`config.mk`:
```
export PLATFORM = sky130hd
export DESIGN_NAME = core_top
export DESIGN_NICKNAME = d
export VERILOG_FILES = /design/src/verilog/core_pkg.sv /design/src/verilog/stage_if.sv /design/src/verilog/core_top.sv /design/src/verilog/mem_unit.sv /design/src/verilog/execute_unit.sv /design/src/verilog/decode_unit.sv /design/src/verilog/reg_file.sv /design/src/verilog/fetch_unit.sv
export VERILOG_INCLUDE_DIRS = /design/src /design/src/verilog
export SDC_FILE = /design/constraint.sdc
export NUM_CORES = 2
export LEC_CHECK = 0
export BUFFER_PORTS_ARGS = -buffer_cell sky130_fd_sc_hd__buf_2
export CORE_MARGIN = 2
export CORE_UTILIZATION = 45
export CTS_CLUSTER_DIAMETER = 120
export DETAILED_ROUTE_END_ITERATION = 10
export GPL_ROUTABILITY_DRIVEN = 0
export PLACE_DENSITY_LB_ADDON = 0.2
export SLEW_MARGIN = 0
export SYNTH_ARGS = -nofsm -noshare
export SYNTH_HDL_FRONTEND = slang
export SYNTH_HIERARCHICAL = 1
export SYNTH_SLANG_ARGS = --single-unit
```
`constraint.sdc`:
```
create_clock -name clk_wfi -period 4.75 [get_ports clk_wfi]
set_input_delay 0.475 -clock clk_wfi [delete_from_list [all_inputs] [get_ports clk_wfi]]
set_output_delay 0.475 -clock clk_wfi [all_outputs]
set_load 0.1 [all_outputs]
```
`src/verilog/core_defs.svh`:
```
`ifndef CORE_DEFS_SVH
`define CORE_DEFS_SVH

// Data path and address width
`define XLEN 32

// Register index width
`define REG_ADDR_W 5

// First fetch address
`define RESET_PC 32'h0000_0000

// addi x0, x0, 0
`define INST_NOP 32'h0000_0013

`endif
```
`src/verilog/core_pkg.sv`:
```
package core_pkg;

    // RV32I major opcodes in scope
    typedef enum logic [6:0] {
        OPC_OP_IMM = 7'b0010011,
        OPC_OP     = 7'b0110011,
        OPC_LUI    = 7'b0110111,
        OPC_LOAD   = 7'b0000011,
        OPC_STORE  = 7'b0100011,
        OPC_BRANCH = 7'b1100011,
        OPC_JAL    = 7'b1101111
    } opcode_e;

    typedef enum logic [2:0] {
        ALU_ADD,
        ALU_SUB,
        ALU_AND,
        ALU_OR,
        ALU_XOR,
        ALU_SLT,
        ALU_PASS_B
    } alu_op_e;

endpackage

```
`src/verilog/stage_if.sv`:
```
`timescale 1ns/1ps
`include "core_defs.svh"

// EX/MEM pipeline register contents
interface stage_if;
    logic                   valid;
    logic                   rd_wr;
    logic [`REG_ADDR_W-1:0] rd_addr;
    logic [`XLEN-1:0]       result;
    logic                   mem_req;
    logic                   mem_wr;
    logic [`XLEN-1:0]       store_data;

    modport src (
        output valid, rd_wr, rd_addr, result, mem_req, mem_wr, store_data
    );

    modport dst (
        input valid, rd_wr, rd_addr, result, mem_req, mem_wr, store_data
    );
endinterface

```
`src/verilog/core_top.sv`:
```
`timescale 1ns/1ps
`include "core_defs.svh"

module core_top import core_pkg::*; (
    input  logic             clk_wfi,
    input  logic             rstn_sync,
    output logic [`XLEN-1:0] imem_addr_o,
    input  logic [`XLEN-1:0] imem_rdata_i,
    output logic             dmem_en_o,
    output logic             dmem_write_o,
    output logic [`XLEN-1:0] dmem_addr_o,
    output logic [`XLEN-1:0] dmem_wdata_o,
    input  logic [`XLEN-1:0] dmem_rdata_i
);
    logic                   if_valid;
    logic [`XLEN-1:0]       if_pc;
    logic [`XLEN-1:0]       if_inst;
    logic                   load_use_stall;
    logic                   redirect;
    logic [`XLEN-1:0]       redirect_pc;

    // ID/EX
    logic                   id_valid;
    logic [`XLEN-1:0]       id_pc;
    logic [`REG_ADDR_W-1:0] id_rs1_addr;
    logic [`REG_ADDR_W-1:0] id_rs2_addr;
    logic [`XLEN-1:0]       id_rs1_data;
    logic [`XLEN-1:0]       id_rs2_data;
    logic [`REG_ADDR_W-1:0] id_rd_addr;
    logic                   id_rd_wr;
    logic [`XLEN-1:0]       id_imm;
    alu_op_e                id_alu_op;
    logic                   id_use_imm;
    logic                   id_is_load;
    logic                   id_is_store;
    logic                   id_is_branch;
    logic                   id_branch_ne;
    logic                   id_is_jal;

    // Writeback bus
    logic                   wb_rd_wr;
    logic [`REG_ADDR_W-1:0] wb_rd_addr;
    logic [`XLEN-1:0]       wb_rd_data;

    stage_if ex2mem ();

    fetch_unit fetch_unit_inst (
        .clk_wfi       (clk_wfi),
        .rstn_sync     (rstn_sync),
        .stall_i       (load_use_stall),
        .redirect_i    (redirect),
        .redirect_pc_i (redirect_pc),
        .imem_addr_o   (imem_addr_o),
        .imem_rdata_i  (imem_rdata_i),
        .if_valid_o    (if_valid),
        .if_pc_o       (if_pc),
        .if_inst_o     (if_inst)
    );

    decode_unit decode_unit_inst (
        .clk_wfi          (clk_wfi),
        .rstn_sync        (rstn_sync),
        .if_valid_i       (if_valid),
        .if_pc_i          (if_pc),
        .if_inst_i        (if_inst),
        .flush_i          (redirect),
        .wb_rd_wr_i       (wb_rd_wr),
        .wb_rd_addr_i     (wb_rd_addr),
        .wb_rd_data_i     (wb_rd_data),
        .load_use_stall_o (load_use_stall),
        .valid_o          (id_valid),
        .pc_o             (id_pc),
        .rs1_addr_o       (id_rs1_addr),
        .rs2_addr_o       (id_rs2_addr),
        .rs1_data_o       (id_rs1_data),
        .rs2_data_o       (id_rs2_data),
        .rd_addr_o        (id_rd_addr),
        .rd_wr_o          (id_rd_wr),
        .imm_o            (id_imm),
        .alu_op_o         (id_alu_op),
        .use_imm_o        (id_use_imm),
        .is_load_o        (id_is_load),
        .is_store_o       (id_is_store),
        .is_branch_o      (id_is_branch),
        .branch_ne_o      (id_branch_ne),
        .is_jal_o         (id_is_jal)
    );

    execute_unit execute_unit_inst (
        .clk_wfi       (clk_wfi),
        .rstn_sync     (rstn_sync),
        .valid_i       (id_valid),
        .pc_i          (id_pc),
        .rs1_addr_i    (id_rs1_addr),
        .rs2_addr_i    (id_rs2_addr),
        .rs1_data_i    (id_rs1_data),
        .rs2_data_i    (id_rs2_data),
        .rd_addr_i     (id_rd_addr),
        .rd_wr_i       (id_rd_wr),
        .imm_i         (id_imm),
        .alu_op_i      (id_alu_op),
        .use_imm_i     (id_use_imm),
        .is_load_i     (id_is_load),
        .is_store_i    (id_is_store),
        .is_branch_i   (id_is_branch),
        .branch_ne_i   (id_branch_ne),
        .is_jal_i      (id_is_jal),
        .wb_rd_wr_i    (wb_rd_wr),
        .wb_rd_addr_i  (wb_rd_addr),
        .wb_rd_data_i  (wb_rd_data),
        .redirect_o    (redirect),
        .redirect_pc_o (redirect_pc),
        .ex2mem        (ex2mem.src)
    );

    mem_unit mem_unit_inst (
        .clk_wfi      (clk_wfi),
        .rstn_sync    (rstn_sync),
        .ex2mem       (ex2mem.dst),
        .dmem_en_o    (dmem_en_o),
        .dmem_write_o (dmem_write_o),
        .dmem_addr_o  (dmem_addr_o),
        .dmem_wdata_o (dmem_wdata_o),
        .dmem_rdata_i (dmem_rdata_i),
        .wb_rd_wr_o   (wb_rd_wr),
        .wb_rd_addr_o (wb_rd_addr),
        .wb_rd_data_o (wb_rd_data)
    );
endmodule

```
`src/verilog/mem_unit.sv`:
```
`timescale 1ns/1ps
`include "core_defs.svh"

module mem_unit (
    input  logic                   clk_wfi,
    input  logic                   rstn_sync,
    stage_if.dst                   ex2mem,
    output logic                   dmem_en_o,
    output logic                   dmem_write_o,
    output logic [`XLEN-1:0]       dmem_addr_o,
    output logic [`XLEN-1:0]       dmem_wdata_o,
    input  logic [`XLEN-1:0]       dmem_rdata_i,
    output logic                   wb_rd_wr_o,
    output logic [`REG_ADDR_W-1:0] wb_rd_addr_o,
    output logic [`XLEN-1:0]       wb_rd_data_o
);
    logic is_load;

    assign is_load      = ex2mem.mem_req & ~ex2mem.mem_wr;
    assign dmem_en_o    = ex2mem.valid & ex2mem.mem_req;
    assign dmem_write_o = ex2mem.valid & ex2mem.mem_req & ex2mem.mem_wr;
    assign dmem_addr_o  = ex2mem.result;
    assign dmem_wdata_o = ex2mem.store_data;

    always_ff @(posedge clk_wfi or negedge rstn_sync) begin
        if (!rstn_sync) begin
            wb_rd_wr_o <= 1'b0;
        end else begin
            wb_rd_wr_o <= ex2mem.valid & ex2mem.rd_wr;
        end
    end

    // Data memory answers in the same cycle
    always_ff @(posedge clk_wfi) begin
        wb_rd_addr_o <= ex2mem.rd_addr;
        wb_rd_data_o <= is_load ? dmem_rdata_i : ex2mem.result;
    end
endmodule

```
`src/verilog/execute_unit.sv`:
```
`timescale 1ns/1ps
`include "core_defs.svh"

module execute_unit import core_pkg::*; (
    input  logic                   clk_wfi,
    input  logic                   rstn_sync,
    input  logic                   valid_i,
    input  logic [`XLEN-1:0]       pc_i,
    input  logic [`REG_ADDR_W-1:0] rs1_addr_i,
    input  logic [`REG_ADDR_W-1:0] rs2_addr_i,
    input  logic [`XLEN-1:0]       rs1_data_i,
    input  logic [`XLEN-1:0]       rs2_data_i,
    input  logic [`REG_ADDR_W-1:0] rd_addr_i,
    input  logic                   rd_wr_i,
    input  logic [`XLEN-1:0]       imm_i,
    input  alu_op_e                alu_op_i,
    input  logic                   use_imm_i,
    input  logic                   is_load_i,
    input  logic                   is_store_i,
    input  logic                   is_branch_i,
    input  logic                   branch_ne_i,
    input  logic                   is_jal_i,
    input  logic                   wb_rd_wr_i,
    input  logic [`REG_ADDR_W-1:0] wb_rd_addr_i,
    input  logic [`XLEN-1:0]       wb_rd_data_i,
    output logic                   redirect_o,
    output logic [`XLEN-1:0]       redirect_pc_o,
    stage_if.src                   ex2mem
);
    logic             mem_fwd_ok;
    logic [`XLEN-1:0] op_a;
    logic [`XLEN-1:0] rs2_val;
    logic [`XLEN-1:0] op_b;
    logic [`XLEN-1:0] alu_res;
    logic             taken;

    // Load data is not ready in EX/MEM, decode stalls for that case
    assign mem_fwd_ok = ex2mem.rd_wr & ~(ex2mem.mem_req & ~ex2mem.mem_wr);

    function automatic logic [`XLEN-1:0] fwd(input logic [`REG_ADDR_W-1:0] addr,
                                             input logic [`XLEN-1:0] reg_val);
        if (addr == '0) begin
            return reg_val;
        end else if (mem_fwd_ok && ex2mem.rd_addr == addr) begin
            return ex2mem.result;
        end else if (wb_rd_wr_i && wb_rd_addr_i == addr) begin
            return wb_rd_data_i;
        end
        return reg_val;
    endfunction

    always_comb begin
        op_a    = fwd(rs1_addr_i, rs1_data_i);
        rs2_val = fwd(rs2_addr_i, rs2_data_i);
    end

    assign op_b    = use_imm_i ? imm_i : rs2_val;

    always_comb begin
        case (alu_op_i)
            ALU_SUB:    alu_res = op_a - op_b;
            ALU_AND:    alu_res = op_a & op_b;
            ALU_OR:     alu_res = op_a | op_b;
            ALU_XOR:    alu_res = op_a ^ op_b;
            ALU_SLT:    alu_res = {31'b0, $signed(op_a) < $signed(op_b)};
            ALU_PASS_B: alu_res = op_b;
            default:    alu_res = op_a + op_b;
        endcase
    end

    assign taken         = is_branch_i & ((op_a == rs2_val) ^ branch_ne_i);
    assign redirect_o    = valid_i & (taken | is_jal_i);
    assign redirect_pc_o = pc_i + imm_i;

    always_ff @(posedge clk_wfi or negedge rstn_sync) begin
        if (!rstn_sync) begin
            ex2mem.valid   <= 1'b0;
            ex2mem.rd_wr   <= 1'b0;
            ex2mem.mem_req <= 1'b0;
            ex2mem.mem_wr  <= 1'b0;
        end else begin
            ex2mem.valid   <= valid_i;
            ex2mem.rd_wr   <= rd_wr_i;
            ex2mem.mem_req <= is_load_i | is_store_i;
            ex2mem.mem_wr  <= is_store_i;
        end
    end

    // Link address replaces the ALU result for JAL
    always_ff @(posedge clk_wfi) begin
        ex2mem.rd_addr    <= rd_addr_i;
        ex2mem.result     <= is_jal_i ? pc_i + `XLEN'd4 : alu_res;
        ex2mem.store_data <= rs2_val;
    end
endmodule

```
`src/verilog/decode_unit.sv`:
```
`timescale 1ns/1ps
`include "core_defs.svh"

module decode_unit import core_pkg::*; (
    input  logic                   clk_wfi,
    input  logic                   rstn_sync,
    input  logic                   if_valid_i,
    input  logic [`XLEN-1:0]       if_pc_i,
    input  logic [`XLEN-1:0]       if_inst_i,
    input  logic                   flush_i,
    input  logic                   wb_rd_wr_i,
    input  logic [`REG_ADDR_W-1:0] wb_rd_addr_i,
    input  logic [`XLEN-1:0]       wb_rd_data_i,
    output logic                   load_use_stall_o,
    output logic                   valid_o,
    output logic [`XLEN-1:0]       pc_o,
    output logic [`REG_ADDR_W-1:0] rs1_addr_o,
    output logic [`REG_ADDR_W-1:0] rs2_addr_o,
    output logic [`XLEN-1:0]       rs1_data_o,
    output logic [`XLEN-1:0]       rs2_data_o,
    output logic [`REG_ADDR_W-1:0] rd_addr_o,
    output logic                   rd_wr_o,
    output logic [`XLEN-1:0]       imm_o,
    output alu_op_e                alu_op_o,
    output logic                   use_imm_o,
    output logic                   is_load_o,
    output logic                   is_store_o,
    output logic                   is_branch_o,
    output logic                   branch_ne_o,
    output logic                   is_jal_o
);
    opcode_e                opcode;
    logic [2:0]             funct3;
    logic [`REG_ADDR_W-1:0] rs1;
    logic [`REG_ADDR_W-1:0] rs2;
    logic [`XLEN-1:0]       rs1_val;
    logic [`XLEN-1:0]       rs2_val;
    logic [`XLEN-1:0]       imm;
    alu_op_e                f3_op;
    alu_op_e                alu_op;
    logic                   rd_wr;
    logic                   use_imm;
    logic                   uses_rs1;
    logic                   uses_rs2;
    logic                   is_load;
    logic                   is_store;
    logic                   is_branch;
    logic                   is_jal;
    logic                   dec_ok;

    assign opcode = opcode_e'(if_inst_i[6:0]);
    assign funct3 = if_inst_i[14:12];
    assign rs1    = if_inst_i[19:15];
    assign rs2    = if_inst_i[24:20];

    reg_file reg_file_inst (
        .clk_wfi    (clk_wfi),
        .rstn_sync  (rstn_sync),
        .rs1_addr_i (rs1),
        .rs2_addr_i (rs2),
        .rs1_data_o (rs1_val),
        .rs2_data_o (rs2_val),
        .wr_i       (wb_rd_wr_i),
        .wr_addr_i  (wb_rd_addr_i),
        .wr_data_i  (wb_rd_data_i)
    );

    // Shared by register and immediate forms
    always_comb begin
        case (funct3)
            3'b010:  f3_op = ALU_SLT;
            3'b100:  f3_op = ALU_XOR;
            3'b110:  f3_op = ALU_OR;
            3'b111:  f3_op = ALU_AND;
            default: f3_op = ALU_ADD;
        endcase
    end

    always_comb begin
        alu_op    = ALU_ADD;
        imm       = '0;
        rd_wr     = 1'b0;
        use_imm   = 1'b0;
        uses_rs1  = 1'b0;
        uses_rs2  = 1'b0;
        is_load   = 1'b0;
        is_store  = 1'b0;
        is_branch = 1'b0;
        is_jal    = 1'b0;
        case (opcode)
            OPC_OP_IMM: begin
                {rd_wr, use_imm, uses_rs1} = 3'b111;
                alu_op = f3_op;
                imm    = {{20{if_inst_i[31]}}, if_inst_i[31:20]};
            end
            OPC_OP: begin
                {rd_wr, uses_rs1, uses_rs2} = 3'b111;
                alu_op = (funct3 == 3'b000 && if_inst_i[30]) ? ALU_SUB : f3_op;
            end
            OPC_LUI: begin
                {rd_wr, use_imm} = 2'b11;
                alu_op = ALU_PASS_B;
                imm    = {if_inst_i[31:12], 12'b0};
            end
            OPC_LOAD: begin
                {rd_wr, use_imm, uses_rs1, is_load} = 4'b1111;
                imm = {{20{if_inst_i[31]}}, if_inst_i[31:20]};
            end
            OPC_STORE: begin
                {use_imm, uses_rs1, uses_rs2, is_store} = 4'b1111;
                imm = {{20{if_inst_i[31]}}, if_inst_i[31:25], if_inst_i[11:7]};
            end
            OPC_BRANCH: begin
                {uses_rs1, uses_rs2, is_branch} = 3'b111;
                imm = {{19{if_inst_i[31]}}, if_inst_i[31], if_inst_i[7],
                       if_inst_i[30:25], if_inst_i[11:8], 1'b0};
            end
            OPC_JAL: begin
                {rd_wr, is_jal} = 2'b11;
                imm = {{11{if_inst_i[31]}}, if_inst_i[31], if_inst_i[19:12],
                       if_inst_i[20], if_inst_i[30:21], 1'b0};
            end
            default: ;
        endcase
    end

    // Load in execute whose rd feeds this instruction
    assign load_use_stall_o = if_valid_i && is_load_o && rd_addr_o != '0 &&
                              ((uses_rs1 && rs1 == rd_addr_o) || (uses_rs2 && rs2 == rd_addr_o));

    assign dec_ok = if_valid_i & ~flush_i & ~load_use_stall_o;

    always_ff @(posedge clk_wfi or negedge rstn_sync) begin
        if (!rstn_sync) begin
            valid_o     <= 1'b0;
            rd_wr_o     <= 1'b0;
            is_load_o   <= 1'b0;
            is_store_o  <= 1'b0;
            is_branch_o <= 1'b0;
            is_jal_o    <= 1'b0;
        end else begin
            valid_o     <= dec_ok;
            rd_wr_o     <= dec_ok & rd_wr;
            is_load_o   <= dec_ok & is_load;
            is_store_o  <= dec_ok & is_store;
            is_branch_o <= dec_ok & is_branch;
            is_jal_o    <= dec_ok & is_jal;
        end
    end

    always_ff @(posedge clk_wfi) begin
        pc_o        <= if_pc_i;
        rs1_addr_o  <= rs1;
        rs2_addr_o  <= rs2;
        rs1_data_o  <= rs1_val;
        rs2_data_o  <= rs2_val;
        rd_addr_o   <= if_inst_i[11:7];
        imm_o       <= imm;
        alu_op_o    <= alu_op;
        use_imm_o   <= use_imm;
        branch_ne_o <= funct3[0];
    end
endmodule

```
`src/verilog/reg_file.sv`:
```
`timescale 1ns/1ps
`include "core_defs.svh"

module reg_file (
    input  logic                   clk_wfi,
    input  logic                   rstn_sync,
    input  logic [`REG_ADDR_W-1:0] rs1_addr_i,
    input  logic [`REG_ADDR_W-1:0] rs2_addr_i,
    output logic [`XLEN-1:0]       rs1_data_o,
    output logic [`XLEN-1:0]       rs2_data_o,
    input  logic                   wr_i,
    input  logic [`REG_ADDR_W-1:0] wr_addr_i,
    input  logic [`XLEN-1:0]       wr_data_i
);
    logic [`XLEN-1:0] regs [1:31];

    always_ff @(posedge clk_wfi or negedge rstn_sync) begin
        if (!rstn_sync) begin
            for (int i = 1; i < 32; i++) begin
                regs[i] <= '0;
            end
        end else if (wr_i && wr_addr_i != '0) begin
            regs[wr_addr_i] <= wr_data_i;
        end
    end

    // x0 is zero, same-cycle write is bypassed to the readers
    assign rs1_data_o = (rs1_addr_i == '0) ? '0 :
                        (wr_i && wr_addr_i == rs1_addr_i) ? wr_data_i : regs[rs1_addr_i];
    assign rs2_data_o = (rs2_addr_i == '0) ? '0 :
                        (wr_i && wr_addr_i == rs2_addr_i) ? wr_data_i : regs[rs2_addr_i];
endmodule

```
`src/verilog/fetch_unit.sv`:
```
`timescale 1ns/1ps
`include "core_defs.svh"

module fetch_unit (
    input  logic             clk_wfi,
    input  logic             rstn_sync,
    input  logic             stall_i,
    input  logic             redirect_i,
    input  logic [`XLEN-1:0] redirect_pc_i,
    output logic [`XLEN-1:0] imem_addr_o,
    input  logic [`XLEN-1:0] imem_rdata_i,
    output logic             if_valid_o,
    output logic [`XLEN-1:0] if_pc_o,
    output logic [`XLEN-1:0] if_inst_o
);
    logic [`XLEN-1:0] pc;

    assign imem_addr_o = pc;

    // PC and IF/ID, redirect wins over the load-use hold
    always_ff @(posedge clk_wfi or negedge rstn_sync) begin
        if (!rstn_sync) begin
            pc         <= `RESET_PC;
            if_valid_o <= 1'b0;
            if_pc_o    <= `RESET_PC;
            if_inst_o  <= `INST_NOP;
        end else if (redirect_i) begin
            pc         <= redirect_pc_i;
            if_valid_o <= 1'b0;
            if_inst_o  <= `INST_NOP;
        end else if (!stall_i) begin
            pc         <= pc + `XLEN'd4;
            if_valid_o <= 1'b1;
            if_pc_o    <= pc;
            if_inst_o  <= imem_rdata_i;
        end
    end
endmodule

```
# Yosys cells after proc, flatten, opt, wreduce, memory -nomap -nowiden
# Index checks and enable logic that the tools add are counted.
# W data, S select, Z words.
dict set report op_classes {
  addsub 5
  n_lt_le_gt_ge 5
  n_eq_ne 27
  n_mux 47
  bitwise 27
  n_reduce_logical 28
}
# cell count
set op_table {}
lappend op_table {{$bwmux W992} 1}
lappend op_table {{$mux W32} 22}
lappend op_table {{$bmux W32 S5} 2}
lappend op_table {{$pmux W32 S6} 1}
lappend op_table {{$demux W32 S5} 1}
lappend op_table {{$pmux W32 S5} 1}
lappend op_table {{$add A32 B3 Y32 const B} 2}
lappend op_table {{$add A32 B32 Y32} 2}
lappend op_table {{$eq A5 B5 Y1} 8}
lappend op_table {{$and A32 B32 Y32} 1}
lappend op_table {{$eq A32 B32 Y1} 1}
lappend op_table {{$lt A32 B32 Y1} 1}
lappend op_table {{$or A32 B32 Y32} 1}
lappend op_table {{$sub A32 B32 Y32} 1}
lappend op_table {{$xor A32 B32 Y32} 1}
lappend op_table {{$eq A7 B6 Y1 const B} 3}
lappend op_table {{$logic_not A5 Y1} 4}
lappend op_table {{$eq A3 B3 Y1 const B} 6}
lappend op_table {{$ge A6 B6 Y1 const B} 3}
lappend op_table {{$not A5 Y6} 3}
lappend op_table {{$mux W1} 16}
lappend op_table {{$and A1 B1 Y1} 14}
lappend op_table {{$eq A7 B7 Y1 const B} 2}
lappend op_table {{$logic_and A1 B1 Y1} 14}
lappend op_table {{other kinds (20)} 28}
dict set report word_totals {
  register_bits 1354
  inputBits 66
  out_inout_bits 98
  elab_cells 200
}

# Longest topological paths before layout
dict set report logic_depth {
  ltp_word 17
  depth_mapped 23
  depth_no_buf 20
}

# Modules after synthesis
# Netlist, hierarchy kept.
# module instances cells_per_inst area_per_inst_um2 seq_area_each_um2
set by_module_without_submodules {}
lappend by_module_without_submodules {reg_file 1 3659 53608.9 24823.8}
lappend by_module_without_submodules {execute_unit 1 1550 11644.9 1481.4}
lappend by_module_without_submodules {fetch_unit 1 384 4396.7 2431.1}
lappend by_module_without_submodules {decode_unit 1 271 3911.3 3113.0}
lappend by_module_without_submodules {mem_unit 1 142 1816.7 765.7}

# Worst setup path before layout
# Ideal clock, no wire load.
dict set report synth_path {
  kind {flip-flop to flip-flop}
  start {register decode_unit_inst.rs2_addr_o[0]}
  end {register execute_unit_inst.ex2mem.result[29]}
  setup_ps 127
  t_arrival_ps 4727
  required_ps 4623
  slack_ps -103
  stages_incl_launch_ff 23
  n_path_buf 3
  synth_period_minus_slack_ps 4853
  path_cell_list {dfxtp_1 xnor2_1 nand2_1 nor3_1 buf_4 buf_2 mux2_2 mux2i_1 nor2_1 a21oi_1 inv_1 ha_1 buf_2 nor3_1 a21oi_1 or3b_1 nor3b_1 o31ai_2 o31ai_1 o41ai_1 mux2_2 a21oi_1 o211ai_1}
}
dict set report synth_via {
  elab_chain_len 10
  word_cells_on_any_way 19
  cone_classes {add/sub (2); eq/ne (2); mux (9); bitwise (3); reduce/logical (3)}
}
# item line_no
set synth_rtl {}
lappend synth_rtl {{start, declared} decode_unit.sv:18} ;# output logic [`REG_ADDR_W-1:0] rs2_addr_o,
lappend synth_rtl {{start signal, assigned} decode_unit.sv:154} ;# rs2_addr_o <= rs2;
lappend synth_rtl {{$eq A5 B5 Y1} execute_unit.sv:46} ;# end else if (wb_rd_wr_i && wb_rd_addr_i == addr) begin
lappend synth_rtl {{$logic_and A1 B1 Y1} execute_unit.sv:46}
lappend synth_rtl {{$mux W1} execute_unit.sv:46}
lappend synth_rtl {{$mux W1} execute_unit.sv:44} ;# end else if (mem_fwd_ok && ex2mem.rd_addr == addr) begin
lappend synth_rtl {{$mux W1} execute_unit.sv:42} ;# if (addr == '0) begin
lappend synth_rtl {{$mux W32 (*)} execute_unit.sv:49} ;# return reg_val;
lappend synth_rtl {{$mux W32 (*)} execute_unit.sv:57} ;# assign op_b = use_imm_i ? imm_i : rs2_val;
lappend synth_rtl {{$add A32 B32 Y32 (tied with other cells)} execute_unit.sv:67} ;# default: alu_res = op_a + op_b;
lappend synth_rtl {{$pmux W32 S6 (*)} execute_unit.sv:60} ;# case (alu_op_i)
lappend synth_rtl {{$mux W32 (*)} execute_unit.sv:92} ;# ex2mem.result <= is_jal_i ? pc_i + `XLEN'd4 : alu_res;
lappend synth_rtl {{end signal, assigned} execute_unit.sv:92}
lappend synth_rtl {{end, declared} stage_if.sv:15} ;# output valid, rd_wr, rd_addr, result, mem_req, mem_wr, store_data
# Every way passes the cells marked *; elsewhere a longest branch is shown, timed or not.
# A chain may end at the register's enable or synchronous reset.

# Final worst setup path
dict set report layout_path {
  start {register decode_unit_inst.rs2_addr_o[3]}
  end {register execute_unit_inst.ex2mem.result[24]}
}
dict set report layout_via {
  elab_chain_len 10
  word_cells_on_any_way 19
  cone_classes {add/sub (2); eq/ne (2); mux (9); bitwise (3); reduce/logical (3)}
}
# item line_no
set layout_rtl {}
lappend layout_rtl {{$eq A5 B5 Y1} execute_unit.sv:46}
lappend layout_rtl {{$logic_and A1 B1 Y1} execute_unit.sv:46}
lappend layout_rtl {{$mux W1} execute_unit.sv:46}
lappend layout_rtl {{$mux W1} execute_unit.sv:44}
lappend layout_rtl {{$mux W1} execute_unit.sv:42}
lappend layout_rtl {{$mux W32 (*)} execute_unit.sv:49}
lappend layout_rtl {{named net execute_unit_inst.rs2_val[6]} execute_unit.sv:32} ;# logic [`XLEN-1:0] rs2_val;
lappend layout_rtl {{$mux W32 (*)} execute_unit.sv:57}
lappend layout_rtl {{$add A32 B32 Y32 or $sub A32 B32 Y32 (tied branches)} {execute_unit.sv:67, execute_unit.sv:61}}
lappend layout_rtl {{$pmux W32 S6 (*)} execute_unit.sv:60}
lappend layout_rtl {{$mux W32 (*)} execute_unit.sv:92}
# The timed path passes the listed nets; every way through them passes the cells marked *.

==> results.cfg <==
[place]
port_buffers = 163
dpl-instance-area_um2 = 79840
dp.final_hpwl_um = 182000
detailedPlace.worstSlack_ps = -233.0

[clocking]
clock_path_buffers = 3
cts_buffers = 152
insertion_delay_ps = 820
clock-root-buffer = clkbuf_16
clock_transition_time_at_the_flip_flop_clock_pins_of_the_worst_setup_and_hold_paths_ps = 60
cts_tree = done
tritoncts_num_sinks = 1354
cts_htree_levels = 4

[cells_and_area]
layout.cells.most_common_list = mux2_2 (1,209), dfrtp_1 (1,088), mux4_2 (420)
multiInputGateArea_um2 = 40470
postLayoutCoreUtil = 0.5208
syn_to_final_growth_pct = 15.28
layout.area.seq_um2 = 32650
nFillCells = 14260
final_common_cell = mux2_2
postLayoutCellArea_um2 = 86900
count_of_nets_after_finishing = 6462
final_layout_size_suffix_gt1_frac = 0.4373

[global_route]
grt_start_max_net_pins = 164
grtUsageTotal = 0.3195
grt_pass1_vias = 55220
grt_pass1_wl_um = 395800
grt_remaining_overflow = 0
initial_antenna_violation_count = 9

[route]
routed-via-count = 55880
detail_route_antenna_nets = 0
drt-vias-per-instance = 6.500
detailedRoute.firstPassIterationCount = 8
route.detailed.drc = 0
wire_per_inst_um = 32.00
drt_wl_total_um = 275100
drtIter0Drc = 6435

[yosys]
synth-edff-count = 0
post-synth-top-area-cell = dfrtp_1
synth.yosys.seq_area_share = 0.4327
yosys.area.top_type_share = 0.3642
avgSynthCellArea_um2 = 12.55
synthesis.instances = 6006
synthArstFlopShare = 0.8124
synth_top_flop_cell = dfrtp_1
ys_warn_count = 6
ys_seq_elements = 1354
netlist_area_um2 = 75380
synth.lib_cells_used.distinct = 108
synthTopCellsByArea = dfrtp_1 (36%), mux2_2 (18%), mux4_2 (13%), dfxtp_1 (6.7%), ha_1 (2.1%)
mappedNetlistNets = 6204

[sta]
timing.hold.ws_ps = 231.4
final-max-slew-violation-count = 0
finalWorstPathRequiredPeriod_ps = 4789
worstMarginPinSlew_ps = 1449
setup_total_negative_slack_ps = -66.68
clock-skew-final_ps = 35.56
grt_setup_unrepaired = yes
fmax_mhz = 208.8
finalCritPeriodShare = 1.008
setup_slack_ps = -39.38
final-hold-violation-count = 0
finalSetupViolations = 3
slew_headroom = 0.03163

[pwr]
static-leakage-power_nw = 39.72
power_report.internal_total_mw = 20.72
clock_power_frac = 0.393
seqPwrFrac = 0.430
cellPowerDensity_nw_per_um2 = 346.7
net-switching-power_mw = 9.407
power_frac_comb = 0.178
worst_ir_drop_vdd_mv = 0.2702
power.share.switching = 0.3122

[outcome]
outcome = complete, but fails checks
failed_checks = negative setup slack

[die]
core_um2 = 166800
placementRows = 150
die_area_um2 = 170800
chipWidth_um = 413.3
floorplan.die.height_um = 413.3
design.portCount = 164
initial_core_util = 0.4518

[critical_path]
cp_slowest_cell = o41a_1
worst_path_largest_cell_delay_ps = 410
path_max_fanout = 6
worstPathCellList = buf_6 -> xor2_1 -> nor4_1 -> and3_1 -> o21a_4 -> buf_6 -> mux2_4 -> mux2_4 -> inv_4 -> ha_4 -> buf_4 -> buf_4 -> nor2b_4 -> o31ai_4 -> buf_4 -> o211ai_2 -> nand4_1 -> a2111oi_4 -> buf_4 -> o41a_1 -> a2111o_1 -> o21ai_1 -> a22oi_1
worst_r2r_endpoint = execute_unit_inst/ex2mem.result[24]
cp_data_arrival_time_ps = 5460
worst_setup_path_start_kind = flop
critical-path-top-cell-by-count = buf_4
reg2regPathDepth = 23
path_class = reg -> reg
end_kind = flop
worstPathBufferInverterCount = 7
worst-endpoint-required_ps = 5420
cpLargestDelayFamily = compound AO/OA/AOI/OAI gates
worst-r2r-setup-slack_ps = -40
worst_r2r_startpoint = decode_unit_inst/rs2_addr_o[3]
crit_path_start = decode_unit_inst/rs2_addr_o[3]

[flow_run]
drv.max_cap_violation_count = 0

[hold_path]
hold_path_class = in -> async
## worst register-to-register path, stage by stage (launching register included)
cell and delay, ps:
dfxtp_2 330, buf_6 110, xor2_1 150, nor4_1 320, and3_1 250, o21a_4 210, buf_6 150, mux2_4 310
mux2_4 320, inv_4 80, ha_4 150, buf_4 120, buf_4 110, nor2b_4 40, o31ai_4 230, buf_4 150
o211ai_2 100, nand4_1 210, a2111oi_4 130, buf_4 160, o41a_1 410, a2111o_1 390, o21ai_1 130, a22oi_1 100
## Yosys cell counts, types with 40 or more instances
library cell     n
mux2_2        1219
dfrtp_1       1097
mux4_2         420
nor2_1         279
clkbuf_1       270
dfxtp_1        254
nand2_1        184
a21oi_1        162
o21ai_0        142
inv_1          131
mux2i_1        131
ha_1           129
buf_2          122
a221oi_1       110
nor3_1         102
buf_4           99
xnor2_1         92
xor2_1          71
buf_1           69
nand3_1         60
nor2b_1         52
nand4_1         44
nor4_1          42
a31oi_1         40
## logic make-up after synthesis
logic type	after synthesis	synth area share
flip-flops	1354	0.4327
AND/OR/NAND/NOR	932	0.06220
XOR/XNOR	163	0.01894
multiplexers	1816	0.3343
adder cells (fa/ha/maj)	133	0.02234
buffers and inverters	723	0.04658
AO/OA/AOI/OAI	885	0.08294
## how the worst max path moves through the flow
| stage | to | slack [ps] | cells past startpoint |
|---|---|---|---|
| floorplan | execute_unit_inst/ex2mem.result[29] | 30 | 20 |
| global placement | execute_unit_inst/ex2mem.result[29] | -250 | 20 |
| detailed placement | execute_unit_inst/ex2mem.result[31] | -230 | 18 |
| CTS | execute_unit_inst/ex2mem.result[29] | -30 | 20 |
| global route | execute_unit_inst/ex2mem.result[28] | -210 | 22 |
| finish | execute_unit_inst/ex2mem.result[24] | -40 | 23 |
## power groups by stage
stage	Clock (mW)	Sequential, mW	Combinational, mW
2_1_floorplan	0	13.1	3.04
4_1_cts	12.0	12.9	5.11
3_3_place_gp	0	13.1	4.99
3_5_place_dp	0	13.1	5.02
5_1_grt	12.5	13.0	5.65
6_report	11.8	12.9	5.36
## routing by layer
layer	global-route usage	vias up	wire (µm)
met5	0	-	40
met2	0.4862	2921	122400
li1	-	23050	-
met1	0.4208	29150	108500
met4	0.1786	6	18350
met3	0.07478	750	25840
## registers in the layout, indices dropped and copies added (netlist names), 32 cells and up
| signal | cells |
|---|---|
| decode_unit_inst/imm_o | 32 |
| fetch_unit_inst/imem_addr_o | 32 |
| execute_unit_inst/ex2mem.store_data | 32 |
| fetch_unit_inst/if_pc_o | 32 |
| decode_unit_inst/reg_file_inst/regs | 992 |
| decode_unit_inst/pc_o | 32 |
| fetch_unit_inst/if_inst_o | 32 |
| decode_unit_inst/rs1_data_o | 32 |
| decode_unit_inst/rs2_data_o | 32 |
| mem_unit_inst/wb_rd_data_o | 32 |
| execute_unit_inst/ex2mem.result | 32 |
## timing repair
item                       in CTS  in global routing
hold endpoints to repair      118                  0
hold buffers                   65                  0
buffers inserted                5                 37
gates resized for setup        29                185
gates cloned                    0                  2
pin swaps                       3                 69
setup endpoints to repair      31                 65
## metrics by stage
| stage | power [mW] | std cells |
|---|---|---|
| after floorplan | 16.17 | 6006 |
| after global placement | 18.08 | 8207 |
| after detailed placement | 18.13 | 8207 |
| after CTS | 29.98 | 8556 |
| after global routing | 31.09 | 8593 |
| final | 30.13 | 8596 |
## layout make-up
class | instances | share of cell area
multi-input cells | 3929 | 0.4657
flip-flops and latches | 1354 | 0.3757
clock inverters | 51 | 0.005831
well taps | 2204 | 0.03173
inverters | 137 | 0.005946
diodes | 3 | 0.00008639
clock buffers | 228 | 0.05149
repair buffers | 690 | 0.06352
No activity file was read; power rests on OpenSTA's default activity.
